===== config.mk =====
export PLATFORM = sky130hd
export DESIGN_NAME = maze_display
export DESIGN_NICKNAME = d
export VERILOG_FILES = /design/src/logic/maze_pkg.sv /design/src/logic/maze_display.sv /design/src/logic/pixel_painter.sv /design/src/logic/region_locator.sv
export VERILOG_INCLUDE_DIRS = /design/src /design/src/include
export SDC_FILE = /design/constraint.sdc
export NUM_CORES = 1
export LEC_CHECK = 0
export ABC_CLOCK_PERIOD_IN_PS = 2300
export BUFFER_PORTS_ARGS = -buffer_cell sky130_fd_sc_hd__buf_2
export CAP_MARGIN = 20
export CORE_UTILIZATION = 45
export CTS_BUF_LIST = sky130_fd_sc_hd__clkbuf_2
export CTS_CLUSTER_DIAMETER = 30
export DETAILED_ROUTE_END_ITERATION = 8
export PLACE_DENSITY = 0.77
export REMOVE_ABC_BUFFERS = 1
export SETUP_SLACK_MARGIN = 0.05
export SLEW_MARGIN = 20
export SYNTH_ARGS = -nofsm -noshare
export SYNTH_HDL_FRONTEND = slang
export SYNTH_SLANG_ARGS = --single-unit
export TNS_END_PERCENT = 100

===== constraint.sdc =====
create_clock -name clock -period 2.3 [get_ports clock]
set_input_delay 0 -clock clock [delete_from_list [all_inputs] [get_ports clock]]
set_output_delay 0 -clock clock [all_outputs]
set_load 0.005 [all_outputs]

===== src/include/maze_defs.svh =====
`ifndef MAZE_DEFS_SVH
`define MAZE_DEFS_SVH

//////////////////////////////
// Screen and maze geometry
//////////////////////////////

`define COORD_W      7
`define MAZE_COLS    5
`define MAZE_ROWS    4
`define CELL_COUNT   20

// Wall map, vertical walls first
`define WALL_BITS    31
`define VWALL_COUNT  16

// Outer border
`define LEFT_EDGE    11
`define RIGHT_EDGE   85
`define TOP_EDGE     2
`define BOTTOM_EDGE  61

// Inner wall lines every pitch from the left and top edges
`define CELL_PITCH   15

//////////////////////////////
// RGB565 colours
//////////////////////////////

`define COLOR_BLACK  16'b00000_000000_00000
`define COLOR_WHITE  16'b11111_111111_11111
`define COLOR_RED    16'b11111_000000_00000

`endif


===== src/logic/maze_pkg.sv =====
package maze_pkg;

    //////////////////////////////
    // Region classification
    //////////////////////////////

    typedef enum logic [2:0] {
        REGION_BACKGROUND,
        REGION_BORDER,
        REGION_VWALL,
        REGION_HWALL,
        REGION_CELL
    } region_kind_e;

    // Index is the wall bit or the cell number
    typedef struct packed {
        region_kind_e kind;
        logic [4:0]   index;
    } pixel_region_t;

    //////////////////////////////
    // Display colour
    //////////////////////////////

    // RGB565 field order
    typedef struct packed {
        logic [4:0] red;
        logic [5:0] green;
        logic [4:0] blue;
    } color_t;

endpackage


===== src/logic/maze_display.sv =====
`timescale 1ns/1ps
`include "maze_defs.svh"

module maze_display
    import maze_pkg::*;
(
    input  logic                  clock,
    input  logic                  arst_n,
    input  logic [`COORD_W-1:0]   x,
    input  logic [`COORD_W-1:0]   y,
    input  logic [`WALL_BITS-1:0] maze,
    input  logic [4:0]            position,
    output color_t                oled_data
);

    // One pixel per clock, colour two cycles after the coordinate
    pixel_region_t region;

    region_locator u_region_locator (
        .clock  (clock),
        .arst_n (arst_n),
        .x      (x),
        .y      (y),
        .region (region)
    );

    // Maze and position are sampled with the region, one cycle late
    pixel_painter u_pixel_painter (
        .clock     (clock),
        .arst_n    (arst_n),
        .region    (region),
        .maze      (maze),
        .position  (position),
        .oled_data (oled_data)
    );

endmodule


===== src/logic/pixel_painter.sv =====
`timescale 1ns/1ps
`include "maze_defs.svh"

module pixel_painter
    import maze_pkg::*;
(
    input  logic                  clock,
    input  logic                  arst_n,
    input  pixel_region_t         region,
    input  logic [`WALL_BITS-1:0] maze,
    input  logic [4:0]            position,
    output color_t                oled_data
);

    color_t wall_color;
    color_t cell_color;
    color_t color_next;

    // Set wall bit draws the wall
    assign wall_color = maze[region.index] ? color_t'(`COLOR_BLACK) : color_t'(`COLOR_WHITE);

    // Out of range positions never match a cell index
    assign cell_color = (position == region.index) ? color_t'(`COLOR_RED)
                                                   : color_t'(`COLOR_WHITE);

    always_comb begin
        unique case (region.kind)
            REGION_BORDER: begin
                color_next = color_t'(`COLOR_BLACK);
            end
            REGION_VWALL, REGION_HWALL: begin
                color_next = wall_color;
            end
            REGION_CELL: begin
                color_next = cell_color;
            end
            default: begin
                color_next = color_t'(`COLOR_WHITE);
            end
        endcase
    end

    //////////////////////////////
    // Output register
    //////////////////////////////

    always_ff @(posedge clock or negedge arst_n) begin
        if (!arst_n) begin
            oled_data <= color_t'(`COLOR_BLACK);
        end else begin
            oled_data <= color_next;
        end
    end

endmodule


===== src/logic/region_locator.sv =====
`timescale 1ns/1ps
`include "maze_defs.svh"

module region_locator
    import maze_pkg::*;
(
    input  logic                clock,
    input  logic                arst_n,
    input  logic [`COORD_W-1:0] x,
    input  logic [`COORD_W-1:0] y,
    output pixel_region_t       region
);

    localparam int V_WALLS = `MAZE_COLS - 1;
    localparam int H_LINES = `MAZE_ROWS - 1;

    logic [31:0]   xw;
    logic [31:0]   yw;

    logic          on_border;
    logic          vline_hit;
    logic [1:0]    vline_col;
    logic          seg_hit;
    logic [2:0]    seg_idx;
    logic          band_hit;
    logic [1:0]    band_idx;
    logic          hline_hit;
    logic [1:0]    hline_idx;
    logic          row_hit;
    logic [1:0]    row_idx;

    pixel_region_t region_next;

    function automatic logic in_range(logic [31:0] v, int lo, int hi);
        return (v >= lo) && (v <= hi);
    endfunction

    assign xw = 32'(x);
    assign yw = 32'(y);

    assign on_border =
        (((xw == `LEFT_EDGE) || (xw == `RIGHT_EDGE)) && in_range(yw, `TOP_EDGE, `BOTTOM_EDGE)) ||
        (((yw == `TOP_EDGE) || (yw == `BOTTOM_EDGE)) && in_range(xw, `LEFT_EDGE, `RIGHT_EDGE));

    //////////////////////////////
    // Column decode
    //////////////////////////////

    always_comb begin
        vline_hit = 1'b0;
        vline_col = '0;
        seg_hit   = 1'b0;
        seg_idx   = '0;
        for (int c = 0; c < V_WALLS; c++) begin
            if (xw == `LEFT_EDGE + `CELL_PITCH * (c + 1)) begin
                vline_hit = 1'b1;
                vline_col = 2'(c);
            end
        end
        // Last segment ends on the right border column
        for (int s = 0; s < `MAZE_COLS; s++) begin
            if (in_range(xw, `LEFT_EDGE + 1 + `CELL_PITCH * s,
                         `LEFT_EDGE + `CELL_PITCH * (s + 1) - 1)) begin
                seg_hit = 1'b1;
                seg_idx = 3'(s);
            end
        end
    end

    //////////////////////////////
    // Row decode
    //////////////////////////////

    always_comb begin
        band_hit  = 1'b0;
        band_idx  = '0;
        hline_hit = 1'b0;
        hline_idx = '0;
        row_hit   = 1'b0;
        row_idx   = '0;
        // Bands include the horizontal line below them
        for (int b = 0; b < `MAZE_ROWS; b++) begin
            if (in_range(yw, `TOP_EDGE + 1 + `CELL_PITCH * b,
                         (b == `MAZE_ROWS - 1) ? `BOTTOM_EDGE - 1
                                               : `TOP_EDGE + `CELL_PITCH * (b + 1))) begin
                band_hit = 1'b1;
                band_idx = 2'(b);
            end
        end
        for (int l = 0; l < H_LINES; l++) begin
            if (yw == `TOP_EDGE + `CELL_PITCH * (l + 1)) begin
                hline_hit = 1'b1;
                hline_idx = 2'(l);
            end
        end
        for (int r = 0; r < `MAZE_ROWS; r++) begin
            if (in_range(yw, `TOP_EDGE + 1 + `CELL_PITCH * r,
                         (r == `MAZE_ROWS - 1) ? `BOTTOM_EDGE - 1
                                               : `TOP_EDGE + `CELL_PITCH * (r + 1) - 1)) begin
                row_hit = 1'b1;
                row_idx = 2'(r);
            end
        end
    end

    // Border, vertical wall, horizontal wall, cell, background
    always_comb begin
        region_next.kind  = REGION_BACKGROUND;
        region_next.index = '0;
        if (on_border) begin
            region_next.kind = REGION_BORDER;
        end else if (vline_hit && band_hit) begin
            region_next.kind  = REGION_VWALL;
            region_next.index = 5'(band_idx) * 5'(V_WALLS) + 5'(vline_col);
        end else if (hline_hit && seg_hit) begin
            region_next.kind  = REGION_HWALL;
            region_next.index = 5'(`VWALL_COUNT) + 5'(hline_idx) * 5'(`MAZE_COLS) + 5'(seg_idx);
        end else if (seg_hit && row_hit) begin
            region_next.kind  = REGION_CELL;
            region_next.index = 5'(row_idx) * 5'(`MAZE_COLS) + 5'(seg_idx);
        end
    end

    always_ff @(posedge clock or negedge arst_n) begin
        if (!arst_n) begin
            region.kind  <= REGION_BACKGROUND;
            region.index <= '0;
        end else begin
            region <= region_next;
        end
    end

endmodule


==> impl_metrics.py, run 1 <==
metrics = {
    "logic_synthesis": {
        "synth_edf_count": 0,
        "synth-async-reset-ratio_pct": 100,
        "yosysSeqAreaShare_pct": 13.8,
        "yosys_register_bits": 10,
        "synth_cell_types": 59,
        "synthCells": 226,
        "synth_warnings": 0,
        "avgSynthCellArea_um2": 8.02,
        "synth-main-ff-cell": "dfrtp_1",
        "synth_area_um2": 1810,
    },
    "die": {
        "die_h_um": 65.5,
        "die_width_um": 65.5,
        "coreArea_um2": 3770,
        "ios": 68,
        "start_util_pct": 48.1,
        "placementRows": 22,
        "dieArea_um2": 4290,
    },
    "clock_tree": {
        "clk_path_buf_depth": 2,
        "clk_latency_ns": 0.25,
        "cts_max_level": 1,
        "cts_root_buf": "clkbuf_2",
        "clk_pin_slew_ns": 0.11,
        "cts_buffers": 3,
        "cts_tree": "yes",
        "cts.sinks": 10,
    },
    "global_route": {
        "globalRouteTotalUtil_pct": 27.9,
        "grt_max_degree": 12,
        "antenna_found_initial": 0,
        "grt_pass1_wl_um": 9340,
        "grt_remaining_overflow": 0,
        "grt_pass1_vias": 2087,
    },
    "place": {
        "dp.cells": 362,
        "hpwl_um": 4080,
        "portBuffers": 67,
        "placed_area_um2": 2410,
        "gp_congestion": 0.947,
    },
    "setup_path": {
        "critical_path_required_ns": 2.45,
        "cpMaxStageDelayCell": "a211oi_2",
        "cp-end-kind": "flip-flop",
        "path_max_fanout": 4,
        "critPathKind": "input pin to flip-flop",
        "cp.arrival_ns": 2.54,
        "cpMostUsedCell": "buf_4",
        "crit_path_max_incr_delay_ns": 0.21,
        "cp-start-kind": "input pin",
        "cp_cell_sequence": "buf_6 -> buf_6 -> buf_6 -> nor2_4 -> o22ai_4 -> nor2_2 -> nand2_2 -> buf_4 -> buf_6 -> buf_4 -> buf_4 -> buf_4 -> buf_4 -> buf_4 -> buf_4 -> buf_4 -> buf_4 -> buf_4 -> buf_4 -> buf_4 -> a211oi_2",
        "regToRegSetupSlack_ns": 0.34,
    },
    "sta": {
        "finalSetupTns_ns": -0.218,
        "fin_ws_ns": -0.0882,
        "setup_viol": 3,
        "rsz0062_at_grt": "yes",
        "fin_worst_skew_ns": 0.0173,
        "timing.final.hold_violations": 0,
        "worstMarginPinSlew_ns": 0.560,
        "max_freq_mhz": 419,
        "slew_violations": 0,
        "hold_ws_ns": 0.135,
        "layout_min_cycle_time_ns": 2.39,
        "finalCritPeriodShare_pct": 104,
        "slew_headroom_pct": 62.3,
    },
    "detailed_routing": {
        "drt-initial-drc-count": 115,
        "wl_um": 5930,
        "route.detailed.drc": 0,
        "wire_per_inst_um": 15.4,
        "first_pass_iters": 5,
        "drtAntennaViolNets": 0,
        "post_drt_via_cell_ratio": 5.93,
        "vias": 2284,
    },
    "layout": {
        "diodes": 0,
        "area_delta_synth_final_pct": 48.2,
        "drive_above_1_share_pct": 50.4,
        "final_core_util_pct": 71.3,
        "fin_cells": 385,
        "design_area_um2": 2690,
        "final_net_count": 403,
        "nFillCells": 283,
    },
    "run": {
        "cap_violations": 0,
    },
    "pwr": {
        "powerDensity_nw_per_um2": 255,
        "leakagePower_nw": 1.22,
        "peakVddDrop_mv": 0.130,
    },
    "run_status": {
        "violations": "setup timing",
        "outcome": "complete, but fails checks",
    },
    "min_path": {
        "hold_class": "input pin to async pin",
    },
}
[where the power goes]
part	internal, W	switching, W
Clock	0.0000378	0.0000563
Combinational	0.000212	0.000174
Sequential	0.000184	0.0000199
Total	0.000434	0.000250
[final cells by class]
class	instances	area, um2	area share [%]
tap	48	60.1	2.23
timing repair buffer	138	895	33.3
inverter	9	33.8	1.26
sequential	10	250	9.31
clock buffer	3	15.0	0.559
clock inverter	1	3.75	0.140
multi-input combinational	176	1430	53.2
[state kept, by name (all words and copies together), names as in the netlist]
| register | cells |
|---|---|
| u_region_locator.region | 8 |
| u_pixel_painter.oled_data | 2 |
[final timing paths]
path,from,to,cells after the start
worst max-delay path,y[0],u_region_locator.region[7]$_DFF_PN0_,21
worst min-delay path,arst_n,u_region_locator.region[2]$_DFF_PN0_,2
worst max register to register,u_region_locator.region[0]$_DFF_PN0_,u_pixel_painter.oled_data[14]$_DFF_PN0_,5
worst min register to register,u_region_locator.region[7]$_DFF_PN0_,u_pixel_painter.oled_data[14]$_DFF_PN0_,1
max in group asynchronous,arst_n,u_region_locator.region[7]$_DFF_PN0_,2
min in group clock,position[3],u_pixel_painter.oled_data[9]$_DFF_PN0_,5
[Yosys cell counts (all sizes together), types with 6 or more instances]
cell    count  area (um2)
xnor2       6        52.6
nand3       7        35.0
dfrtp      10         250
nor2b       6        37.5
a21oi      10        50.1
ha         11         138
clkbuf      7        28.8
nor2       15        56.3
nand2      14        52.6
o22ai       8        56.3
inv         9        33.8
mux4        6         135
o21ai      12        60.1
buf        24         159
[metal layers]
layer  vias to the layer above  track usage, %  part of all wire [%]  wire length [um]
met5                         -               0                     0                 0
met4                         0            12.8                   3.1               184
met3                        20            3.65                   8.9               525
met2                       163            50.3                    51              3020
met1                      1041            32.4                    37              2200
li1                       1060               -                     -                 -
[critical path, delay by kind of cell]
family / cells / cell delay (ns)
compound gates: 2 / 0.30
buf+inv: 16 / 1.88
simple gates: 3 / 0.36
[cells in the final DEF (no fill, tap or decap), drive strengths merged, types with 5 or more instances in the layout]
cell type / count
or3: 5
ha: 11
xnor2: 6
nand2: 14
nand3: 7
nand2b: 5
nor2: 15
mux4: 6
o22ai: 8
nor3: 5
o21ai: 12
nand3b: 5
nor2b: 6
a21oi: 10
buf: 137
inv: 9
dfrtp: 10
[kinds of logic (layout without fill, tap and decap cells)]
| family | Yosys count | count (layout) | synth area share [%] |
|---|---|---|---|
| DFF | 10 | 10 | 13.8 |
| muxes | 10 | 10 | 9.73 |
| buffers and inverters | 40 | 151 | 12.2 |
| adders and majority gates | 13 | 13 | 9.80 |
| AOI/OAI and AO/OA | 65 | 65 | 26.4 |
| xor gates and xnor gates | 8 | 8 | 3.86 |
| and+or+nand+nor | 80 | 80 | 24.2 |
[through the flow]
stage                     power (W)  setup WS, ns
after floorplan            0.000347        -0.270
after global placement     0.000523        -0.380
after detailed placement   0.000530        -0.475
after CTS                  0.000659        0.0426
after global routing       0.000734        -0.154
final                      0.000684       -0.0882
[timing repair]
action                                  CTS  global route
gates cloned                              0             0
buffers inserted                         14             4
hold endpoints to repair                 10             0
gates resized for setup                  20             8
hold buffers                              1             0
endpoints found under the setup margin    2             3
pin swaps                                14            13
Power figures use the tool's default switching activity.
==> inputs of run 2 (changes only) <==
--- a/config.mk
+++ b/config.mk
@@ -9,6 +9,7 @@
 export ABC_CLOCK_PERIOD_IN_PS = 2300
 export BUFFER_PORTS_ARGS = -buffer_cell sky130_fd_sc_hd__buf_2
 export CAP_MARGIN = 20
+export CORE_ASPECT_RATIO = 0.75
 export CORE_UTILIZATION = 45
 export CTS_BUF_LIST = sky130_fd_sc_hd__clkbuf_2
 export CTS_CLUSTER_DIAMETER = 30
==> run 2 against run 1 <==
  * Non-clock buffer count down 3
  * Total power is 0.63% higher
  * Core utilization fell by 0.41 points
  * Highest routed layer unchanged
  * Global-route usage rose by 0.72 points
  * Critical path depth shrank 6
  * Cell count increased by 0.26%
  * Clock skew fell by 0.0079 ns
  * The flow still finishes with violations (setup timing)
  * Clock power increased by 5.6%
  * Sequential cell count unchanged
  * Count of clock-buffer cells in the layout did not move
==> impl_metrics.py, run 2 (synthesized netlist as in run 1, its figures left out) <==
metrics = {
    "run_status": {
        "outcome": "complete, but fails checks",
        "violations": "setup timing",
    },
    "pwr": {
        "powerDensity_nw_per_um2": 259,
        "peakVddDrop_mv": 0.169,
        "leakagePower_nw": 1.21,
    },
    "global_route": {
        "grt_pass1_vias": 2112,
        "grt_pass1_wl_um": 9380,
        "grt_max_degree": 13,
        "globalRouteTotalUtil_pct": 28.6,
        "gr-usage-met2_pct": 49.0,
        "antenna_found_initial": 0,
        "grt_remaining_overflow": 0,
        "grtUsageMet3_pct": 4.06,
        "busiest_layer": "met2",
        "grt_util_met1_pct": 36.1,
    },
    "sta": {
        "rsz0062_at_grt": "yes",
        "timing.final.hold_violations": 0,
        "slew_headroom_pct": 59.5,
        "max_freq_mhz": 413,
        "fin_worst_skew_ns": 0.00942,
        "fin_ws_ns": -0.121,
        "setup_viol": 2,
        "finalCritPeriodShare_pct": 105,
        "worstMarginPinSlew_ns": 0.603,
        "slew_violations": 0,
        "hold_ws_ns": 0.134,
        "layout_min_cycle_time_ns": 2.42,
    },
    "clock_tree": {
        "cts_tree": "yes",
        "clk_pin_slew_ns": 0.11,
        "cts_max_level": 1,
        "clk_latency_ns": 0.25,
        "cts_buffers": 3,
        "cts_root_buf": "clkbuf_2",
        "clk_path_buf_depth": 2,
        "cts.sinks": 10,
    },
    "detailed_routing": {
        "route.detailed.drc": 0,
        "wire_per_inst_um": 15.5,
        "post_drt_via_cell_ratio": 5.79,
        "wl_um": 5990,
        "drtAntennaViolNets": 0,
        "vias": 2236,
        "drt-initial-drc-count": 190,
        "first_pass_iters": 4,
    },
    "setup_path": {
        "path_max_fanout": 2,
        "regToRegEndpoint": "u_pixel_painter.oled_data[14]$_DFF_PN0_",
        "critPathKind": "input pin to flip-flop",
        "ff2ff_path_depth": 5,
        "regToRegSetupSlack_ns": 0.34,
        "cp.arrival_ns": 2.55,
        "cp-end-kind": "flip-flop",
        "cp-start-kind": "input pin",
        "critical_path_required_ns": 2.43,
        "r2r-start": "u_region_locator.region[0]$_DFF_PN0_",
    },
    "die": {
        "ios": 68,
        "die_h_um": 57.0,
        "coreArea_um2": 3760,
        "placementRows": 19,
        "dieArea_um2": 4290,
        "die_width_um": 75.3,
        "start_util_pct": 48.3,
    },
    "layout": {
        "area_delta_synth_final_pct": 46.8,
        "top_register": "u_region_locator.region",
        "diodes": 0,
        "top_regs": "u_region_locator.region: 8 flops, u_pixel_painter.oled_data: 2 flops",
        "final_net_count": 400,
        "final_common_cell": "buf_4",
        "largest_reg_flops": 8,
        "final_cell_mix": "buf_4, buf_2, nand2_1, nor2_1",
        "nFillCells": 294,
        "drive_above_1_share_pct": 49.1,
        "design_area_um2": 2660,
    },
    "place": {
        "hpwl_um": 4070,
        "gp_congestion": 1.04,
        "placed_area_um2": 2350,
        "portBuffers": 67,
        "dp_slack_ns": -0.596,
    },
    "run": {
        "cap_violations": 0,
    },
    "min_path": {
        "hold_class": "input pin to async pin",
    },
}
==> run 2: how the worst max path moves through the flow <==
stage	startpoint	endpoint	slack [ns]	cells past startpoint
after detailed placement	y[3]	u_region_locator.region[2]$_DFF_PN0_	-0.60	13
after global placement	y[3]	u_region_locator.region[2]$_DFF_PN0_	-0.38	13
final	y[3]	u_region_locator.region[2]$_DFF_PN0_	-0.12	15
after CTS	y[0]	u_region_locator.region[2]$_DFF_PN0_	-0.007	15
after global routing	y[3]	u_region_locator.region[2]$_DFF_PN0_	-0.20	15
after floorplan	y[3]	u_region_locator.region[2]$_DFF_PN0_	-0.27	12
==> run 2: repair_timing <==
| action | CTS | global route |
|---|---|---|
| pin swaps | 12 | 10 |
| gates resized for setup | 15 | 8 |
| endpoints found under the hold margin | 10 | 0 |
| hold buffers | 1 | 0 |
| endpoints found under the setup margin | 2 | 4 |
| buffers inserted | 22 | 2 |
==> run 2: cell type report <==
| class | instances | area (um2) | area share (%) |
|---|---|---|---|
| clock buffer | 3 | 15.0 | 0.564 |
| clock inverter | 1 | 3.75 | 0.141 |
| inverter | 9 | 33.8 | 1.27 |
| multi-input combinational | 176 | 1430 | 53.6 |
| sequential | 10 | 250 | 9.40 |
| tap | 52 | 65.1 | 2.44 |
| timing repair buffer | 135 | 867 | 32.6 |
==> run 2: power by group <==
part	internal, W	leakage, nW	switching [W]
Combinational	0.000211	1.07	0.000174
Clock	0.0000378	0.0140	0.0000616
Sequential	0.000184	0.128	0.0000199
Total	0.000433	1.21	0.000255
==> run 2: worst max-delay path, stage by stage <==
cell,delay [ns]
buf_6,0.09
or4_4,0.56
o22ai_4,0.19
nor2_4,0.06
nand2_2,0.08
inv_2,0.06
ha_4,0.26
ha_4,0.13
inv_2,0.04
fa_2,0.56
nor3_2,0.05
o21ai_1,0.11
o41ai_2,0.12
o22ai_1,0.16
a21oi_1,0.09
==> run 2: through the flow <==
step | TNS, ns | power, W | std cells | utilization, %
2_1_floorplan | -0.434 | 0.000347 | 195 | -
3_5_place_dp | -1.24 | 0.000519 | 357 | 62.5
5_1_grt | -0.371 | 0.000730 | 386 | 70.9
6_report | -0.212 | 0.000688 | 386 | 70.9
3_3_place_gp | -0.682 | 0.000512 | 357 | 62.5
4_1_cts | -0.00661 | 0.000662 | 384 | 69.5
==> run 2: per-layer routing <==
layer  vias to the layer above  wire (um)
met4                         0        225
li1                       1060          -
met3                        22        435
met5                         -          0
met1                      1022       2490
met2                       132       2840
